==> config.mk <==
export PLATFORM = sky130hd
export DESIGN_NAME = dma_bridge
export DESIGN_NICKNAME = d
export VERILOG_FILES = /design/src/source/dmab_pkg.sv /design/src/source/dma_bridge.sv /design/src/source/fromhost_arbiter.sv /design/src/source/read_engine.sv /design/src/source/req_queue.sv /design/src/source/write_engine.sv
export VERILOG_INCLUDE_DIRS = /design/src /design/src/source
export SDC_FILE = /design/constraint.sdc
export NUM_CORES = 1
export LEC_CHECK = 0
export ABC_AREA = 1
export ABC_CLOCK_PERIOD_IN_PS = 3600
export BUFFER_PORTS_ARGS = -buffer_cell sky130_fd_sc_hd__buf_2
export CORE_MARGIN = 5
export CORE_UTILIZATION = 40
export DETAILED_ROUTE_END_ITERATION = 10
export PLACE_DENSITY = 0.7
export SLEW_MARGIN = 20
export SYNTH_ARGS = -nofsm -noshare
export SYNTH_HDL_FRONTEND = slang
export SYNTH_SLANG_ARGS = --single-unit
==> constraint.sdc <==
create_clock -name clk -period 3.6 [get_ports clk]
set_input_delay 0.36 -clock clk [delete_from_list [all_inputs] [get_ports clk]]
set_output_delay 0.36 -clock clk [all_outputs]
set_load 0.02 [all_outputs]
==> src/source/dmab_consts.svh <==
//**************************************************************************
// widths, ctrl bit positions and request field positions of the DMA port
// data width is fixed at 64, tags are 4 bits, lengths count 32-bit dwords
//**************************************************************************
`ifndef DMAB_CONSTS_SVH
`define DMAB_CONSTS_SVH

`define DMAB_DATA_W      64
`define DMAB_CTRL_W      8
`define DMAB_KEEP_W      8
`define DMAB_TAG_W       4
`define DMAB_LEN_W       16

// ctrl bits
`define DMAB_CTRL_ACK1   0
`define DMAB_CTRL_DLO    2     // lower dword valid
`define DMAB_CTRL_LAST   3
`define DMAB_CTRL_REQ    4
`define DMAB_CTRL_ACK2   5

// ctrl code of the final read data word
`define DMAB_END_HALF    8'h14
`define DMAB_END_FULL    8'h1c

`define DMAB_KEEP_HALF   8'h0f
`define DMAB_KEEP_FULL   8'hff

// fields of request word 1
`define DMAB_TAG_HI      39
`define DMAB_TAG_LO      36
`define DMAB_DIR_BIT     63    // 1 = write
`define DMAB_LEN_HI      15
`define DMAB_LEN_LO      0

// tag position inside ack1 data
`define DMAB_ACK_TAG_HI  7
`define DMAB_ACK_TAG_LO  4

`define DMAB_QDEPTH      4

`endif

==> src/source/dmab_pkg.sv <==
//**************************************************************************
// shared types of the DMA to AXI-stream bridge
// the same word struct serves both tohost and fromhost directions
//**************************************************************************
`include "dmab_consts.svh"

package dmab_pkg;

  typedef logic [`DMAB_DATA_W-1:0] data_t;
  typedef logic [`DMAB_CTRL_W-1:0] ctrl_t;
  typedef logic [`DMAB_KEEP_W-1:0] keep_t;
  typedef logic [`DMAB_TAG_W-1:0]  tag_t;
  typedef logic [`DMAB_LEN_W-1:0]  dw_len_t;   // length in 32-bit dwords

  // one word on the DMA port, 72 bits
  typedef struct packed {
    ctrl_t ctrl;
    data_t data;
  } dma_word_t;

  // one beat on either stream
  typedef struct packed {
    data_t tdata;
    keep_t tkeep;
    logic  tlast;
  } axis_beat_t;

  // decoded read request as kept in the queue
  typedef struct packed {
    tag_t    tag;
    dw_len_t len;
  } rd_req_t;

  //************************************************************************
  // engine states
  //************************************************************************
  typedef enum logic [2:0] {
    WR_IDLE,
    WR_REQ2,   // skip host info word
    WR_DATA,
    WR_ACK1,
    WR_ACK2
  } wr_state_t;

  typedef enum logic [1:0] {
    RD_IDLE,
    RD_ACK1,
    RD_ACK2,
    RD_DATA
  } rd_state_t;

endpackage

==> src/source/dma_bridge.sv <==
//**************************************************************************
// top of the bridge, one DMA port pair against an m_axis and an s_axis
// requests are two words, only the first word's fields are decoded
//**************************************************************************
`include "dmab_consts.svh"

module dma_bridge
  import dmab_pkg::*;
(
  input  logic       clk,
  input  logic       rst_n,
  input  dma_word_t  tohost_word,
  input  logic       tohost_valid,
  output logic       tohost_hold,
  output dma_word_t  fromhost_word,
  output logic       fromhost_valid,
  input  logic       fromhost_accept,
  output axis_beat_t m_axis_beat,
  output logic       m_axis_tvalid,
  input  logic       m_axis_tready,
  input  axis_beat_t s_axis_beat,
  input  logic       s_axis_tvalid,
  output logic       s_axis_tready
);

  dma_word_t wr_req_word;
  dma_word_t rd_req_word;
  logic      wr_req_valid;
  logic      rd_req_valid;
  logic      wr_req_end;
  logic      rd_req_end;
  logic      wr_accept;
  logic      rd_accept;
  logic      wr_stall;
  rd_req_t   rd_req_q;
  rd_req_t   q_head;
  logic      q_push;
  logic      q_pop;
  logic      q_nonempty;
  logic      q_full;
  logic      is_req;
  logic      is_wr_dir;
  logic      take;
  logic      wr_start;
  logic      req_odd_q;    // next request word is word 2
  logic      first_wr_q;   // direction of word 1

  //************************************************************************
  // request decode
  //************************************************************************
  assign is_req    = tohost_word.ctrl[`DMAB_CTRL_REQ] && !tohost_word.ctrl[`DMAB_CTRL_LAST];
  assign is_wr_dir = tohost_word.data[`DMAB_DIR_BIT];

  assign tohost_hold = wr_stall || (is_req && !req_odd_q && !is_wr_dir && q_full);
  assign take        = tohost_valid && !tohost_hold;

  assign wr_start = take && is_req && !req_odd_q && is_wr_dir;
  assign q_push   = take && is_req && req_odd_q && !first_wr_q;   // read, on word 2

  always_ff @(posedge clk or negedge rst_n)
  begin
    if (!rst_n)
    begin
      req_odd_q  <= 1'b0;
      first_wr_q <= 1'b0;
    end
    else if (take && is_req)
    begin
      req_odd_q <= !req_odd_q;
      if (!req_odd_q)
        first_wr_q <= is_wr_dir;
    end
  end

  always_ff @(posedge clk)
  begin
    if (take && is_req && !req_odd_q)
    begin
      rd_req_q.tag <= tohost_word.data[`DMAB_TAG_HI:`DMAB_TAG_LO];
      rd_req_q.len <= tohost_word.data[`DMAB_LEN_HI:`DMAB_LEN_LO];
    end
  end

  //************************************************************************
  // instances
  //************************************************************************
  req_queue req_queue_i (
    .clk      (clk),
    .rst_n    (rst_n),
    .push     (q_push),
    .push_req (rd_req_q),
    .pop      (q_pop),
    .head     (q_head),
    .nonempty (q_nonempty),
    .full     (q_full)
  );

  write_engine write_engine_i (
    .clk           (clk),
    .rst_n         (rst_n),
    .tohost_word   (tohost_word),
    .tohost_take   (take),
    .start         (wr_start),
    .m_axis_beat   (m_axis_beat),
    .m_axis_tvalid (m_axis_tvalid),
    .m_axis_tready (m_axis_tready),
    .stall         (wr_stall),
    .req_word      (wr_req_word),
    .req_valid     (wr_req_valid),
    .req_end       (wr_req_end),
    .accept        (wr_accept)
  );

  read_engine read_engine_i (
    .clk           (clk),
    .rst_n         (rst_n),
    .head          (q_head),
    .nonempty      (q_nonempty),
    .pop           (q_pop),
    .s_axis_beat   (s_axis_beat),
    .s_axis_tvalid (s_axis_tvalid),
    .s_axis_tready (s_axis_tready),
    .req_word      (rd_req_word),
    .req_valid     (rd_req_valid),
    .req_end       (rd_req_end),
    .accept        (rd_accept)
  );

  fromhost_arbiter fromhost_arbiter_i (
    .clk             (clk),
    .rst_n           (rst_n),
    .wr_word         (wr_req_word),
    .wr_valid        (wr_req_valid),
    .wr_end          (wr_req_end),
    .wr_accept       (wr_accept),
    .rd_word         (rd_req_word),
    .rd_valid        (rd_req_valid),
    .rd_end          (rd_req_end),
    .rd_accept       (rd_accept),
    .fromhost_word   (fromhost_word),
    .fromhost_valid  (fromhost_valid),
    .fromhost_accept (fromhost_accept)
  );

endmodule

==> src/source/fromhost_arbiter.sv <==
//**************************************************************************
// packet arbiter for the fromhost bus, round robin between the two engines
// the grant locks as soon as a word is shown and frees on the accepted end
//**************************************************************************
module fromhost_arbiter
  import dmab_pkg::*;
(
  input  logic      clk,
  input  logic      rst_n,
  input  dma_word_t wr_word,
  input  logic      wr_valid,
  input  logic      wr_end,
  output logic      wr_accept,
  input  dma_word_t rd_word,
  input  logic      rd_valid,
  input  logic      rd_end,
  output logic      rd_accept,
  output dma_word_t fromhost_word,
  output logic      fromhost_valid,
  input  logic      fromhost_accept
);

  localparam logic OWN_WR = 1'b0;
  localparam logic OWN_RD = 1'b1;

  logic busy_q;
  logic owner_q;
  logic last_q;   // owner of the previous packet
  logic sel;
  logic cur_end;

  always_comb
  begin
    if (busy_q)
      sel = owner_q;
    else if (wr_valid && rd_valid)
      sel = ~last_q;   // both waiting, take turns
    else
      sel = rd_valid ? OWN_RD : OWN_WR;
  end

  assign fromhost_word  = (sel == OWN_RD) ? rd_word  : wr_word;
  assign fromhost_valid = (sel == OWN_RD) ? rd_valid : wr_valid;
  assign cur_end        = (sel == OWN_RD) ? rd_end   : wr_end;

  assign wr_accept = fromhost_accept && (sel == OWN_WR);
  assign rd_accept = fromhost_accept && (sel == OWN_RD);

  always_ff @(posedge clk or negedge rst_n)
  begin
    if (!rst_n)
    begin
      busy_q  <= 1'b0;
      owner_q <= OWN_WR;
      last_q  <= OWN_RD;   // write wins the first tie
    end
    else if (fromhost_valid && fromhost_accept && cur_end)
    begin
      busy_q <= 1'b0;
      last_q <= sel;
    end
    else if (fromhost_valid)
    begin
      busy_q  <= 1'b1;   // keeps an unaccepted word stable
      owner_q <= sel;
    end
  end

endmodule

==> src/source/read_engine.sv <==
//**************************************************************************
// read path, one queued request gives ack1, ack2, then the s_axis beats
// the response length follows tlast on s_axis, not the requested length
//**************************************************************************
`include "dmab_consts.svh"

module read_engine
  import dmab_pkg::*;
(
  input  logic       clk,
  input  logic       rst_n,
  input  rd_req_t    head,
  input  logic       nonempty,
  output logic       pop,
  input  axis_beat_t s_axis_beat,
  input  logic       s_axis_tvalid,
  output logic       s_axis_tready,
  output dma_word_t  req_word,
  output logic       req_valid,
  output logic       req_end,
  input  logic       accept
);

  rd_state_t state;
  rd_state_t state_nxt;
  rd_req_t   cur_q;
  ctrl_t     end_code;

  assign pop = (state == RD_IDLE) && nonempty;

  // final word code from the fill of the last beat
  assign end_code = (s_axis_beat.tkeep <= `DMAB_KEEP_HALF) ? `DMAB_END_HALF
                                                           : `DMAB_END_FULL;

  // a beat moves only when its fromhost word is accepted
  assign s_axis_tready = (state == RD_DATA) && accept;

  //************************************************************************
  // state machine
  //************************************************************************
  always_comb
  begin
    state_nxt = state;
    case (state)
      RD_IDLE: if (nonempty) state_nxt = RD_ACK1;
      RD_ACK1: if (accept) state_nxt = RD_ACK2;
      RD_ACK2: if (accept) state_nxt = RD_DATA;
      RD_DATA:
      begin
        if (s_axis_tvalid && accept && s_axis_beat.tlast)
          state_nxt = RD_IDLE;
      end
      default: state_nxt = RD_IDLE;
    endcase
  end

  always_ff @(posedge clk or negedge rst_n)
  begin
    if (!rst_n)
      state <= RD_IDLE;
    else
      state <= state_nxt;
  end

  always_ff @(posedge clk)
  begin
    if (pop)
      cur_q <= head;   // copy of the popped entry
  end

  //************************************************************************
  // words toward the arbiter
  //************************************************************************
  always_comb
  begin
    req_word  = '0;
    req_valid = 1'b0;
    req_end   = 1'b0;
    case (state)
      RD_ACK1:
      begin
        req_word.ctrl[`DMAB_CTRL_ACK1] = 1'b1;
        req_word.data[`DMAB_ACK_TAG_HI:`DMAB_ACK_TAG_LO] = cur_q.tag;
        req_valid = 1'b1;
      end
      RD_ACK2:
      begin
        req_word.ctrl[`DMAB_CTRL_ACK2] = 1'b1;
        req_word.data[`DMAB_LEN_HI:`DMAB_LEN_LO] = cur_q.len;
        req_valid = 1'b1;
      end
      RD_DATA:
      begin
        req_word.data = s_axis_beat.tdata;
        if (s_axis_beat.tlast)
          req_word.ctrl = end_code;
        else
          req_word.ctrl[`DMAB_CTRL_DLO] = 1'b1;
        req_valid = s_axis_tvalid;
        req_end   = s_axis_beat.tlast;
      end
      default:
      begin
        req_valid = 1'b0;
      end
    endcase
  end

endmodule

==> src/source/req_queue.sv <==
//**************************************************************************
// circular buffer of pending read requests, head is valid while nonempty
// pushing while full is not allowed, the top holds the host off instead
//**************************************************************************
`include "dmab_consts.svh"

module req_queue
  import dmab_pkg::*;
(
  input  logic    clk,
  input  logic    rst_n,
  input  logic    push,
  input  rd_req_t push_req,
  input  logic    pop,
  output rd_req_t head,
  output logic    nonempty,
  output logic    full
);

  localparam int PTR_W = $clog2(`DMAB_QDEPTH);
  localparam int CNT_W = $clog2(`DMAB_QDEPTH + 1);

  rd_req_t            mem [`DMAB_QDEPTH];
  logic [PTR_W-1:0]   wr_ptr;
  logic [PTR_W-1:0]   rd_ptr;
  logic [CNT_W-1:0]   count;

  assign head     = mem[rd_ptr];
  assign nonempty = (count != '0);
  assign full     = (count == CNT_W'(`DMAB_QDEPTH));

  // storage, no reset
  always_ff @(posedge clk)
  begin
    if (push)
      mem[wr_ptr] <= push_req;
  end

  always_ff @(posedge clk or negedge rst_n)
  begin
    if (!rst_n)
    begin
      wr_ptr <= '0;
      rd_ptr <= '0;
      count  <= '0;
    end
    else
    begin
      if (push)
        wr_ptr <= wr_ptr + 1'b1;   // depth is a power of two
      if (pop && nonempty)
        rd_ptr <= rd_ptr + 1'b1;
      case ({push, pop && nonempty})
        2'b10:   count <= count + 1'b1;
        2'b01:   count <= count - 1'b1;
        default: count <= count;
      endcase
    end
  end

endmodule

==> src/source/write_engine.sv <==
//**************************************************************************
// write path, tohost data goes straight to m_axis, then an ack pair goes out
// a new write request is held off until the previous ack pair has left
//**************************************************************************
`include "dmab_consts.svh"

module write_engine
  import dmab_pkg::*;
(
  input  logic       clk,
  input  logic       rst_n,
  input  dma_word_t  tohost_word,
  input  logic       tohost_take,
  input  logic       start,
  output axis_beat_t m_axis_beat,
  output logic       m_axis_tvalid,
  input  logic       m_axis_tready,
  output logic       stall,
  output dma_word_t  req_word,
  output logic       req_valid,
  output logic       req_end,
  input  logic       accept
);

  wr_state_t state;
  wr_state_t state_nxt;
  tag_t      tag_q;
  dw_len_t   len_q;
  logic      last_word;
  logic      new_wr_req;
  logic      in_ack;

  assign last_word  = tohost_word.ctrl[`DMAB_CTRL_LAST];
  assign new_wr_req = tohost_word.ctrl[`DMAB_CTRL_REQ] && !last_word &&
                      tohost_word.data[`DMAB_DIR_BIT];
  assign in_ack     = (state == WR_ACK1) || (state == WR_ACK2);

  //************************************************************************
  // data pass-through, zero latency
  //************************************************************************
  always_comb
  begin
    m_axis_beat.tdata = tohost_word.data;
    m_axis_beat.tlast = last_word;
    // odd dword count leaves the upper half of the last word empty
    m_axis_beat.tkeep = (last_word && len_q[0]) ? `DMAB_KEEP_HALF : `DMAB_KEEP_FULL;
  end

  assign m_axis_tvalid = (state == WR_DATA) && tohost_take;

  // hold the host while the stream is stalled or an earlier ack is pending
  assign stall = ((state == WR_DATA) && !m_axis_tready) || (in_ack && new_wr_req);

  //************************************************************************
  // state machine
  //************************************************************************
  always_comb
  begin
    state_nxt = state;
    case (state)
      WR_IDLE: if (start) state_nxt = WR_REQ2;
      WR_REQ2: if (tohost_take) state_nxt = WR_DATA;
      WR_DATA: if (tohost_take && last_word) state_nxt = WR_ACK1;
      WR_ACK1: if (accept) state_nxt = WR_ACK2;
      WR_ACK2: if (accept) state_nxt = WR_IDLE;
      default: state_nxt = WR_IDLE;
    endcase
  end

  always_ff @(posedge clk or negedge rst_n)
  begin
    if (!rst_n)
      state <= WR_IDLE;
    else
      state <= state_nxt;
  end

  // request fields, taken from word 1 only
  always_ff @(posedge clk)
  begin
    if (state == WR_IDLE && start)
    begin
      tag_q <= tohost_word.data[`DMAB_TAG_HI:`DMAB_TAG_LO];
      len_q <= tohost_word.data[`DMAB_LEN_HI:`DMAB_LEN_LO];
    end
  end

  //************************************************************************
  // ack words toward the arbiter
  //************************************************************************
  always_comb
  begin
    req_word  = '0;
    req_valid = 1'b0;
    req_end   = 1'b0;
    case (state)
      WR_ACK1:
      begin
        req_word.ctrl[`DMAB_CTRL_ACK1] = 1'b1;
        req_word.ctrl[`DMAB_CTRL_REQ]  = 1'b1;   // upstream ack
        req_word.data[`DMAB_ACK_TAG_HI:`DMAB_ACK_TAG_LO] = tag_q;
        req_valid = 1'b1;
      end
      WR_ACK2:
      begin
        req_word.ctrl[`DMAB_CTRL_ACK2] = 1'b1;
        req_word.ctrl[`DMAB_CTRL_REQ]  = 1'b1;
        req_word.data[`DMAB_LEN_HI:`DMAB_LEN_LO] = len_q;
        req_valid = 1'b1;
        req_end   = 1'b1;   // ends the packet
      end
      default:
      begin
        req_valid = 1'b0;
      end
    endcase
  end

endmodule

; ---- Yosys cells after proc, flatten, opt, wreduce, memory -nomap -nowiden
; Memories as Yosys holds them, arrays and structs flattened. A register that Yosys moved wholly into a read port is not among the register bits.
; Index checks and enable logic that the tools add are counted.
[op_classes]
n_mul = 0
addsub = 4
muxes = 43
eq_ne = 19
div = 0
bitwise = 4
reduce_logical = 47
magnitude_cmp = 1
n_shift = 0
[ops]
columns = cell, count
row1 = $mux W72, 1
row2 = $mux W48, 1
row3 = $logic_and A1 B1 Y1, 27
row4 = $mux W8, 2
row5 = $pmux W4 S2, 2
row6 = $pmux W8 S2, 1
row7 = $mux W3, 5
row8 = $pmux W3 S5, 1
row9 = $mux W1, 14
row10 = $mux W2, 6
row11 = $mux W4, 3
row12 = $ne A2 B1 Y1 const B, 6
row13 = $pmux W4 S3, 1
row14 = $le A8 B4 Y1 const B, 1
row15 = $pmux W2 S4, 1
row16 = $eq A2 B2 Y1 const B, 3
row17 = $eq A3 B2 Y1 const B, 2
row18 = $eq A3 B3 Y1 const B, 2
row19 = $logic_not A1 Y1, 6
row20 = $ne A2 B2 Y1 const B, 3
row21 = $pmux W1 S2, 3
row22 = $pmux W3 S2, 1
row23 = $mux W5, 1
row24 = $reduce_and A5 Y1, 1
row25 = 14 further kinds, 24
[totals]
elab_cells = 133
output_inout_bits = 149
ff_bits = 57
inputBits = 151
ramBits = 80
latch_bits = 0
mem_count = 1
rom_bits = 0
[memory_table]
columns = memory, depth, word_bits, rd, rd_ports_with_merged_regs, write_ports, line
row1 = req_queue_i.mem, 4, 20, 1, 1, 1, req_queue.sv:23  ; rd_req_t mem [`DMAB_QDEPTH];

; ---- Longest topological paths before layout
; Gate-level depths: netlist (run 1).
[logic_depth]
ltp_word = 13
ltp_mapped = 14

; ---- Cells and area by module
; A second synthesis (run 1) with hierarchy kept.
[hier_totals]
hier_cells = 1044
area_unflattened_um2 = 9168.8
[modules_own_cells]
columns = module, area_per_inst_um2, cells_each, instances
row1 = req_queue, 3657.3, 290, 1
row2 = write_engine, 1989.4, 228, 1
row3 = read_engine, 1641.6, 228, 1
row4 = fromhost_arbiter, 1112.3, 258, 1
row5 = dma_bridge, 768.2, 40, 1

; ---- Worst setup path before layout (run 1)
; Ideal clock, no wire load.
[synth_timing]
path_type = reg2reg
from = reg write_engine_i.state[1]
to = reg write_engine_i.len_q[0], enable pin
required_time_ps = 3178
arrival_ps = 2590
synth_period_minus_slack_ps = 3012
path_buffers = 0
path_slack_ps = 588
path_stages_with_launch = 9
path_cell_list = dfrtp_1 -> nor2_2 -> nand2_2 -> nand2_4 -> nand2_1 -> nand3_1 -> nor2_1 -> nand4_1 -> nor3_1
[synth_via]
elab_chain_len = 11
word_cells_on_any_way = 15
cone_classes = eq/ne: 3 / reduce/logical: 12
[synth_lines]
columns = item, line
row1 = "start, declared", write_engine.sv:25  ; wr_state_t state;
row2 = "start signal, assigned", write_engine.sv:75  ; state <= state_nxt;
row3 = $eq A3 B2 Y1 or $eq A3 B3 Y1 (tied branches), write_engine.sv:36  ; assign in_ack = (state == WR_ACK1) || (state == WR_ACK2);
row4 = $logic_or A1 B1 Y1, write_engine.sv:36
row5 = $logic_and A1 B1 Y1, write_engine.sv:52  ; assign stall = ((state == WR_DATA) && !m_axis_tready) || (in_ack && new_wr_req);
row6 = $logic_or A1 B1 Y1 *, write_engine.sv:52
row7 = $logic_or A1 B1 Y1 *, dma_bridge.sv:54  ; assign tohost_hold = wr_stall || (is_req && !req_odd_q && !is_wr_dir && q_full);
row8 = via tohost_hold, dma_bridge.sv:14  ; output logic tohost_hold,
row9 = $logic_not A1 Y1 *, dma_bridge.sv:55  ; assign take = tohost_valid && !tohost_hold;
row10 = $logic_and A1 B1 Y1 *, dma_bridge.sv:55
row11 = $logic_and A1 B1 Y1 * (3 in series), dma_bridge.sv:57  ; assign wr_start = take && is_req && !req_odd_q && is_wr_dir;
row12 = $logic_and A1 B1 Y1 *, write_engine.sv:81  ; if (state == WR_IDLE && start)
row13 = "end signal, assigned", write_engine.sv:84  ; len_q <= tohost_word.data[`DMAB_LEN_HI:`DMAB_LEN_LO];
row14 = "end, declared", write_engine.sv:28  ; dw_len_t len_q;
; Mark *: on every way through the listed nets, which the timed path passes. The rest lies on a longest branch.
; A chain may end at the register's enable or synchronous reset.

==> metrics.cfg, run 1 <==
[run_status]
status = complete, no violations

[run]
drv_cap = 0

[critical_path]
crit_type = flop to output pin
crit_top_cell = nand2_1
cp-startpoint = read_engine_i.state[0]
crit_fanout = 21
worst-endpoint-arrival_ns = 2.95
cp_cell_sequence = inv_1 -> ha_1 -> inv_1 -> nand2_1 -> nand2_1 -> nor2_1 -> nand2_4 -> nand2_4 -> inv_2 -> nand2_2 -> inv_2 -> nand2_1 -> nand3_1 -> buf_2
critPathLaunchType = flop
worst_ep_required_time_ns = 3.24
r2r_start = write_engine_i.state[1]
cp_slowest_stage_delay_ns = 0.42
end_kind = output pin
cpMaxStageDelayCell = dfrtp_1

[clock_network]
clk_pin_slew_worst_paths_ns = 0.06
clock-sinks = 157
cts_buffers = 17
h-tree-depth = 4
cts_tree = built
cts_buffer_depth = 2
cts_setup_buffers = 0
cts_root_buf = clkbuf_16
clock_latency_ns = 0.42

[layout]
drive_above_1_share_pct = 32.46
layout.cells.most_common = buf_2
layout_common_cells = buf_2 (196), edfxtp_1 (140), nand2_1 (135)
area_growth_pct = 17.20
fill_cells = 1715
fin_area_mm2 = 0.008756
final_cells = 1076
finalNetCount = 990

[placement]
dp_hpwl_um = 17660
placed_cells = 1042
place.gp.congestion = 0.9292
placed_cell_area_mm2 = 0.008142
port_buffers = 196

[floorplan]
die-area_mm2 = 0.02151
die-width_um = 146.7
dieHeight_um = 146.7
start_util_pct = 40.34
ios = 300
row_count = 50
core_area_mm2 = 0.01852

[timing]
hold_violations = 0
finalSetupTns_ns = 0
setup_viol = 0
rsz0062_at_grt = false
timing.fmax_mhz = 301.9
finalCritPeriodShare_pct = 92.00
worst_pin_slew_ns = 0.9082
min_period_ns = 3.312
fin_skew_ns = 0.005371
relSlewSlack_pct = 38.89
report.final.slew_viol_count = 0

[detailed_routing]
routedWlPerCell_um = 21.74
drt-initial-drc-count = 408
ant_nets = 0
drcViolationCount = 0
dr.pass1.iters = 4
via_count = 5364
via_per_inst = 4.985
wl_um = 23390

[synth]
avgSynthCellArea_um2 = 10.66
muxShareOfSynthArea_pct = 0
synthXorXnorAreaFrac_pct = 0.5862
synthSimpleGateAreaFrac_pct = 18.20
netlist_instances = 701
synth_top_family_by_area = simple AND/OR/NAND/NOR gates
synth_compound_area_share_pct = 5.644
yosys.area_share.adder_pct = 1.943
ys_warn_count = 0
ys_seq_area_share_pct = 61.98
synth_cell_types = 35
ys_ff_latch = 157
syn-cell-area_mm2 = 0.007471

[power]
vdd_drop_max_mv = 0.3876
power_density_mw_per_mm2 = 793.9
leakage_nw = 3.695

[min_path]
hold_class = input port to flop
hp-start = tohost_word[13]

[global_routing]
grt_pass1_wl_um = 33060
antenna_found_initial = 2
grt_pass1_vias = 5299
overflow = 0
grt_max_degree = 57
track_usage_pct = 21.14

[worst paths after layout]
| check | end | slack (ns) | depth (start not counted) |
|---|---|---|---|
| worst max-delay path | fromhost_word[5] | 0.29 | 14 |
| worst min-delay path | write_engine_i.len_q[13] | 0.14 | 1 |
| worst max register to register | req_queue_i.count[2] | 1.20 | 12 |
| worst min register to register | req_queue_i.count[0] | 0.47 | 1 |
| max in group asynchronous | fromhost_arbiter_i.last_q | 2.83 | 2 |
| min in group asynchronous | write_engine_i.state[1] | 0.43 | 2 |
[critical path: cells and delay by family (launching register included)]
family	cells	cell delay [ns]
adder cells (fa/ha/maj)	1	0.32
buffers and inverters	5	0.98
flip-flops	1	0.42
AND/OR/NAND/NOR	8	0.82
[routing by layer]
metal  wire [um]  global-route usage [%]
met1        8603                   23.75
met4         697                   8.325
met5           7                  0.2273
met2       11740                   36.74
met3        2347                   7.449
[per-stage QoR]
stage          utilization [%]  power (mW)  setup WS, ns  hold WS (ns)
6_report                 47.28       6.951        0.2880        0.1385
5_1_grt                  47.28       7.381       0.01427        0.1272
4_1_cts                  47.25       7.010        0.2235        0.1206
3_5_place_dp             43.97       5.224        0.6820        0.3189
3_3_place_gp             43.97       5.174        0.7062        0.3156
2_1_floorplan                -       4.485        0.5875       0.06441
[cells in the mapped netlist, drive strengths merged]
| library cell | instances | share of area (%) |
|---|---|---|
| nor4 | 1 | 0.084 |
| o22ai | 20 | 1.7 |
| xor2 | 4 | 0.47 |
| ha | 10 | 1.7 |
| nand4 | 5 | 0.50 |
| nand3 | 47 | 3.8 |
| a21oi | 2 | 0.13 |
| nand2 | 144 | 7.9 |
| nor3 | 3 | 0.20 |
| inv | 36 | 1.8 |
| dfrtp | 16 | 5.4 |
| xnor2 | 1 | 0.12 |
| o21ai | 52 | 3.7 |
| clkbuf | 19 | 0.95 |
| dfstp | 1 | 0.35 |
| nor2 | 110 | 5.7 |
| o21a | 1 | 0.10 |
| conb | 2 | 0.10 |
| fa | 1 | 0.27 |
| buf | 86 | 8.8 |
| edfxtp | 140 | 56 |
[area by class of cell]
| cell class | count | area, um2 | area share [%] |
|---|---|---|---|
| diodes | 1 | 2.502 | 0.02858 |
| clock buffers | 17 | 425.4 | 4.859 |
| clock inverters | 15 | 172.7 | 1.972 |
| inverters | 36 | 138.9 | 1.586 |
| multi-input cells | 408 | 2019 | 23.06 |
| flip-flops and latches | 157 | 4631 | 52.89 |
| well taps | 234 | 292.8 | 3.344 |
| repair buffers | 208 | 1074 | 12.26 |
[flip-flops by register name, summed over array words and instances (netlist names)]
signal,count
req_queue_i.mem,80
req_odd_q,1
read_engine_i.cur_q,20
req_queue_i.wr_ptr,2
read_engine_i.state,2
rd_req_q,20
first_wr_q,1
req_queue_i.rd_ptr,2
fromhost_arbiter_i.owner_q,1
write_engine_i.tag_q,4
write_engine_i.state,3
req_queue_i.count,3
fromhost_arbiter_i.last_q,1
fromhost_arbiter_i.busy_q,1
write_engine_i.len_q,16
[logic make-up after synthesis]
| family | after synthesis |
|---|---|
| AOI/OAI and AO/OA | 75 |
| xor gates and xnor gates | 5 |
| adders and majority gates | 11 |
| buffers and inverters | 141 |
| DFF | 157 |
| other | 2 |
| and+or+nand+nor | 310 |
[power by group]
group,internal [mW],switching [mW],leakage [nW]
sequential,2.34,0.130,1.47
clock,1.09,0.687,0.290
combinational,0.768,1.94,1.94
total,4.19,2.76,3.69
[repair_timing]
item	4_1_cts	5_1_grt
setup endpoints to repair	0	3
hold buffers	1	0
hold endpoints to repair	16	0
resized for setup	0	1
No activity file was read; power rests on OpenSTA's default activity.
==> inputs of run 2 (changes only) <==
REMOVE_ABC_BUFFERS = 1   (was not set)
==> metrics.cfg, run 2 (synthesized netlist as in run 1, its figures left out) <==
[floorplan]
die-width_um = 146.7
ios = 300
start_util_pct = 40.34
dieHeight_um = 146.7
core_area_mm2 = 0.01852
row_count = 50
die-area_mm2 = 0.02151

[clock_network]
cts_buffers = 17
cts_buffer_depth = 2
clock-sinks = 157
h-tree-depth = 4
clk_pin_slew_worst_paths_ns = 0.06
cts_tree = built
cts_root_buf = clkbuf_16
clock_latency_ns = 0.42

[layout]
layout.cells.most_common = buf_2
drive_above_1_share_pct = 31.91
finalNetCount = 992
area_growth_pct = 17.25
final_cells = 1077
top_register = req_queue_i.mem
layout_common_cells = buf_2 (196), edfxtp_1 (140), nand2_1 (135)
largest_register_ffs = 80
n_antenna_cell = 0
reg_top3 = req_queue_i.mem: 80 flops, rd_req_q: 20 flops, read_engine_i.cur_q: 20 flops
fin_area_mm2 = 0.008760

[timing]
worst_pin_slew_ns = 0.8554
setup_viol = 0
holdWs_ns = 0.1411
hold_violations = 0
worst_slack_ns = 0.4547
finalCritPeriodShare_pct = 87.37
relSlewSlack_pct = 42.97
finalSetupTns_ns = 0
min_period_ns = 3.145
rsz0062_at_grt = false
report.final.slew_viol_count = 0
timing.fmax_mhz = 317.9
fin_skew_ns = 0.006785

[critical_path]
crit_fanout = 13
end_kind = output pin
r2r_start = write_engine_i.state[1]
crit_type = flop to output pin
cp-startpoint = read_engine_i.state[0]
worst_ep_required_time_ns = 3.24
critPathLaunchType = flop
r2r-end = req_queue_i.mem[0][11]
critPathCapture = fromhost_word[0]
rr_worst_depth = 9
reg2reg_slack_ns = 1.14
worst-endpoint-arrival_ns = 2.79

[placement]
place.gp.congestion = 0.8085
pre_cts_slack_ns = 0.8662
placed_cells = 1044
placed_cell_area_mm2 = 0.008169
dp_hpwl_um = 14700
port_buffers = 196

[min_path]
hold_class = input port to flop

[power]
vdd_drop_max_mv = 0.3857
leakage_nw = 3.694
power_density_mw_per_mm2 = 786.0

[detailed_routing]
routedWlPerCell_um = 19.06
via_count = 5401
dr.pass1.iters = 5
drt-initial-drc-count = 318
drcViolationCount = 0
via_per_inst = 5.015
wl_um = 20530
ant_nets = 0

[run_status]
status = complete, no violations

[global_routing]
grt_pass1_wl_um = 30280
grt_max_degree = 57
track_usage_pct = 18.72
grt_pass1_vias = 5219
antenna_found_initial = 0
overflow = 0

[run]
drv_cap = 0

==> run 2: final cells by class <==
class / count / area, um2
clock inverters: 14 / 151.4
clock buffers: 18 / 429.2
inverters: 36 / 135.1
fillers: 1668 / 9758
well taps: 234 / 292.8
flip-flops and latches: 157 / 4631
repair buffers: 210 / 1101
multi-input cells: 408 / 2019
==> run 2: metal layers <==
layer / GRT usage (%) / vias to the layer above / wire (um)
li1: - / 2533 / -
met1: 22.51 / 2560 / 8229
met2: 30.95 / 290 / 9706
met3: 8.411 / 16 / 2409
met4: 3.763 / 2 / 139
met5: 3.182 / - / 46
==> run 2: power breakdown <==
group          internal (mW)  total [mW]  switching [mW]
clock                   1.07        1.73           0.661
sequential              2.34        2.47           0.136
combinational          0.805        2.68            1.87
total                   4.22        6.88            2.67
==> run 2: critical path: stages, from the launching register on <==
cell	delay (ns)
dfrtp_1	0.40
inv_1	0.11
ha_1	0.30
inv_1	0.05
nand2_1	0.09
nand2_1	0.06
nor2_1	0.17
nand2_4	0.08
nand2_4	0.17
nand2_1	0.09
inv_1	0.43
nand2_1	0.11
nand3_1	0.13
buf_2	0.18
==> run 2: stage by stage <==
step	util (%)	power, mW
global route	47.30	7.327
detailed placement	44.11	5.210
finish	47.30	6.885
global placement	44.11	5.143
floorplan	-	4.208
CTS	47.30	6.955
==> run 2: repair_timing <==
item | 4_1_cts | 5_1_grt
buffers inserted | 0 | 0
hold endpoints to repair | 16 | 0
hold buffers | 1 | 0
gates resized for setup | 0 | 0
setup endpoints to repair | 0 | 0
==> run 2: worst min path at each step <==
stage                     from                 endpoint  slack, ns  cells after the start
2_1_floorplan            rst_n               first_wr_q       0.06                      0
3_3_place_gp             rst_n  write_engine_i.state[1]       0.31                      1
3_5_place_dp             rst_n  write_engine_i.state[1]       0.32                      1
4_1_cts         tohost_word[7]              rd_req_q[7]       0.13                      1
5_1_grt        tohost_word[39]             rd_req_q[19]       0.13                      1
6_report        tohost_word[7]              rd_req_q[7]       0.14                      1
==> inputs of run 3 (changes only) <==
CORE_UTILIZATION = 49   (was 40)
PLACE_DENSITY = 0.83   (was 0.7)
==> metrics.cfg, run 3 (synthesized netlist as in run 1, its figures left out) <==
[floorplan]
ios = 300
die-area_mm2 = 0.01782
dieHeight_um = 133.5
die-width_um = 133.5
start_util_pct = 49.51
core_area_mm2 = 0.01509
row_count = 45

[placement]
placed_cell_area_mm2 = 0.008084
port_buffers = 196
dp_hpwl_um = 14150
place.gp.congestion = 0.8414
placed_cells = 996

[clock_network]
cts_buffers = 17
clk_pin_slew_worst_paths_ns = 0.06
cts_setup_buffers = 0
clock-sinks = 157
h-tree-depth = 4
cts_buffer_depth = 2
clock_latency_ns = 0.41
cts_root_buf = clkbuf_16
cts_tree = built

[critical_path]
crit_fanout = 51
critPathLaunchType = flop
worst_ep_required_time_ns = 3.24
r2r-end = fromhost_arbiter_i.owner_q
end_kind = output pin
r2r_start = read_engine_i.state[0]
worst-endpoint-arrival_ns = 2.99
crit_type = flop to output pin
rr_worst_depth = 15
reg2reg_slack_ns = 0.89

[layout]
largest_register_ffs = 80
fin_area_mm2 = 0.008728
layout_common_cells = buf_2 (196), edfxtp_1 (140), nand2_1 (135)
final_cells = 1031
area_growth_pct = 16.83
layout.cells.most_common = buf_2
top_register = req_queue_i.mem
drive_above_1_share_pct = 31.99
register_area_mm2 = 0.004631
fill_cells = 1242
finalNetCount = 990
multi_input_area_mm2 = 0.002019
reg_top3 = req_queue_i.mem: 80 flops, rd_req_q: 20 flops, read_engine_i.cur_q: 20 flops

[detailed_routing]
via_per_inst = 5.225
drcViolationCount = 0
routedWlPerCell_um = 19.42
wl_um = 20020
maxUsedRoutingLayer = met5
dr.pass1.iters = 5
wl_met2_um = 9644
met1_length_um = 7898
drt-initial-drc-count = 331
ant_nets = 0
wl_met3_um = 2210
via_count = 5387

[global_routing]
overflow = 0
grt_pass1_wl_um = 29590
antenna_found_initial = 2
track_usage_pct = 22.23
grt_pass1_vias = 5285
grt_max_degree = 57

[min_path]
hold_class = input port to flop
hp-start = tohost_word[3]
holdPathEnd = write_engine_i.len_q[3]
whs_path_depth = 1

[timing]
min_period_ns = 3.353
worst_pin_slew_ns = 0.8921
fin_skew_ns = 0.005278
rsz0062_at_grt = false
hold_violations = 0
finalCritPeriodShare_pct = 93.13
report.final.slew_viol_count = 0
setup_viol = 0
finalSetupTns_ns = 0
timing.fmax_mhz = 298.3
relSlewSlack_pct = 40.53

[power]
power_density_mw_per_mm2 = 796.4
leakage_nw = 3.716
vdd_drop_max_mv = 0.5083

[run]
drv_cap = 0

[run_status]
status = complete, no violations

[run 3: cell types whose count changed in the layout (fill, tap and decap cells not counted), sizes merged]
cell,previous run,this run
bufinv,3,5
buf,209,207
diode,0,2
clkbuf,18,19
clkinvlp,5,2
[run 3: worst max-delay path by stage]
stage / from / end / cells after the start
4_1_cts: read_engine_i.state[0] / fromhost_word[68] / 13
3_3_place_gp: read_engine_i.state[0] / fromhost_word[68] / 13
5_1_grt: read_engine_i.state[0] / fromhost_word[68] / 13
2_1_floorplan: read_engine_i.state[0] / fromhost_word[0] / 12
3_5_place_dp: read_engine_i.state[0] / fromhost_word[68] / 13
6_report: read_engine_i.state[0] / fromhost_valid / 13
[run 3: layout make-up]
cell class	instances	share of cell area (%)
timing repair buffer	208	12.30
inverter	36	1.548
clock buffer	19	4.960
clock inverter	13	2.251
tap	188	2.695
multi-input combinational	408	23.14
antenna	2	0.05734
sequential	157	53.05
[run 3: critical path, cell delays in order (launching register included)]
cell and delay (ns):
dfrtp_1 0.40, inv_1 0.10, ha_1 0.33, inv_1 0.06, nand2_1 0.07, nand2_1 0.06
nor2_1 0.06, nand2_4 0.08, nand2_4 0.18, inv_2 0.24, buf_4 0.47, nand2_1 0.20
nand2_4 0.14, buf_2 0.18
[run 3: power by group]
| part | switching (mW) | leakage (nW) | internal [mW] |
|---|---|---|---|
| clock | 0.662 | 0.302 | 1.22 |
| sequential | 0.176 | 1.47 | 2.34 |
| combinational | 1.79 | 1.95 | 0.764 |
[run 3: timing repair]
action / in CTS / in global routing
resized for setup: 0 / 0
hold buffers: 1 / 0
hold endpoints to repair: 16 / 0
[run 3: per-stage QoR]
stage | hold WS [ns] | power, mW | util [%] | setup WS [ns]
after floorplan | 0.06441 | 4.208 | - | 0.2644
after global placement | 0.3083 | 5.027 | 53.57 | 0.7540
after detailed placement | 0.3187 | 5.095 | 53.57 | 0.7082
after CTS | 0.1261 | 6.996 | 57.81 | 0.2283
after global routing | 0.1279 | 7.382 | 57.84 | 0.06942
final | 0.1436 | 6.951 | 57.84 | 0.2472
[run 3: per-layer routing]
metal / vias up / global-route usage (%)
met3: 16 / 9.215
met5: - / 3.889
met2: 317 / 36.54
met1: 2516 / 26.97
li1: 2534 / -
met4: 4 / 5.886
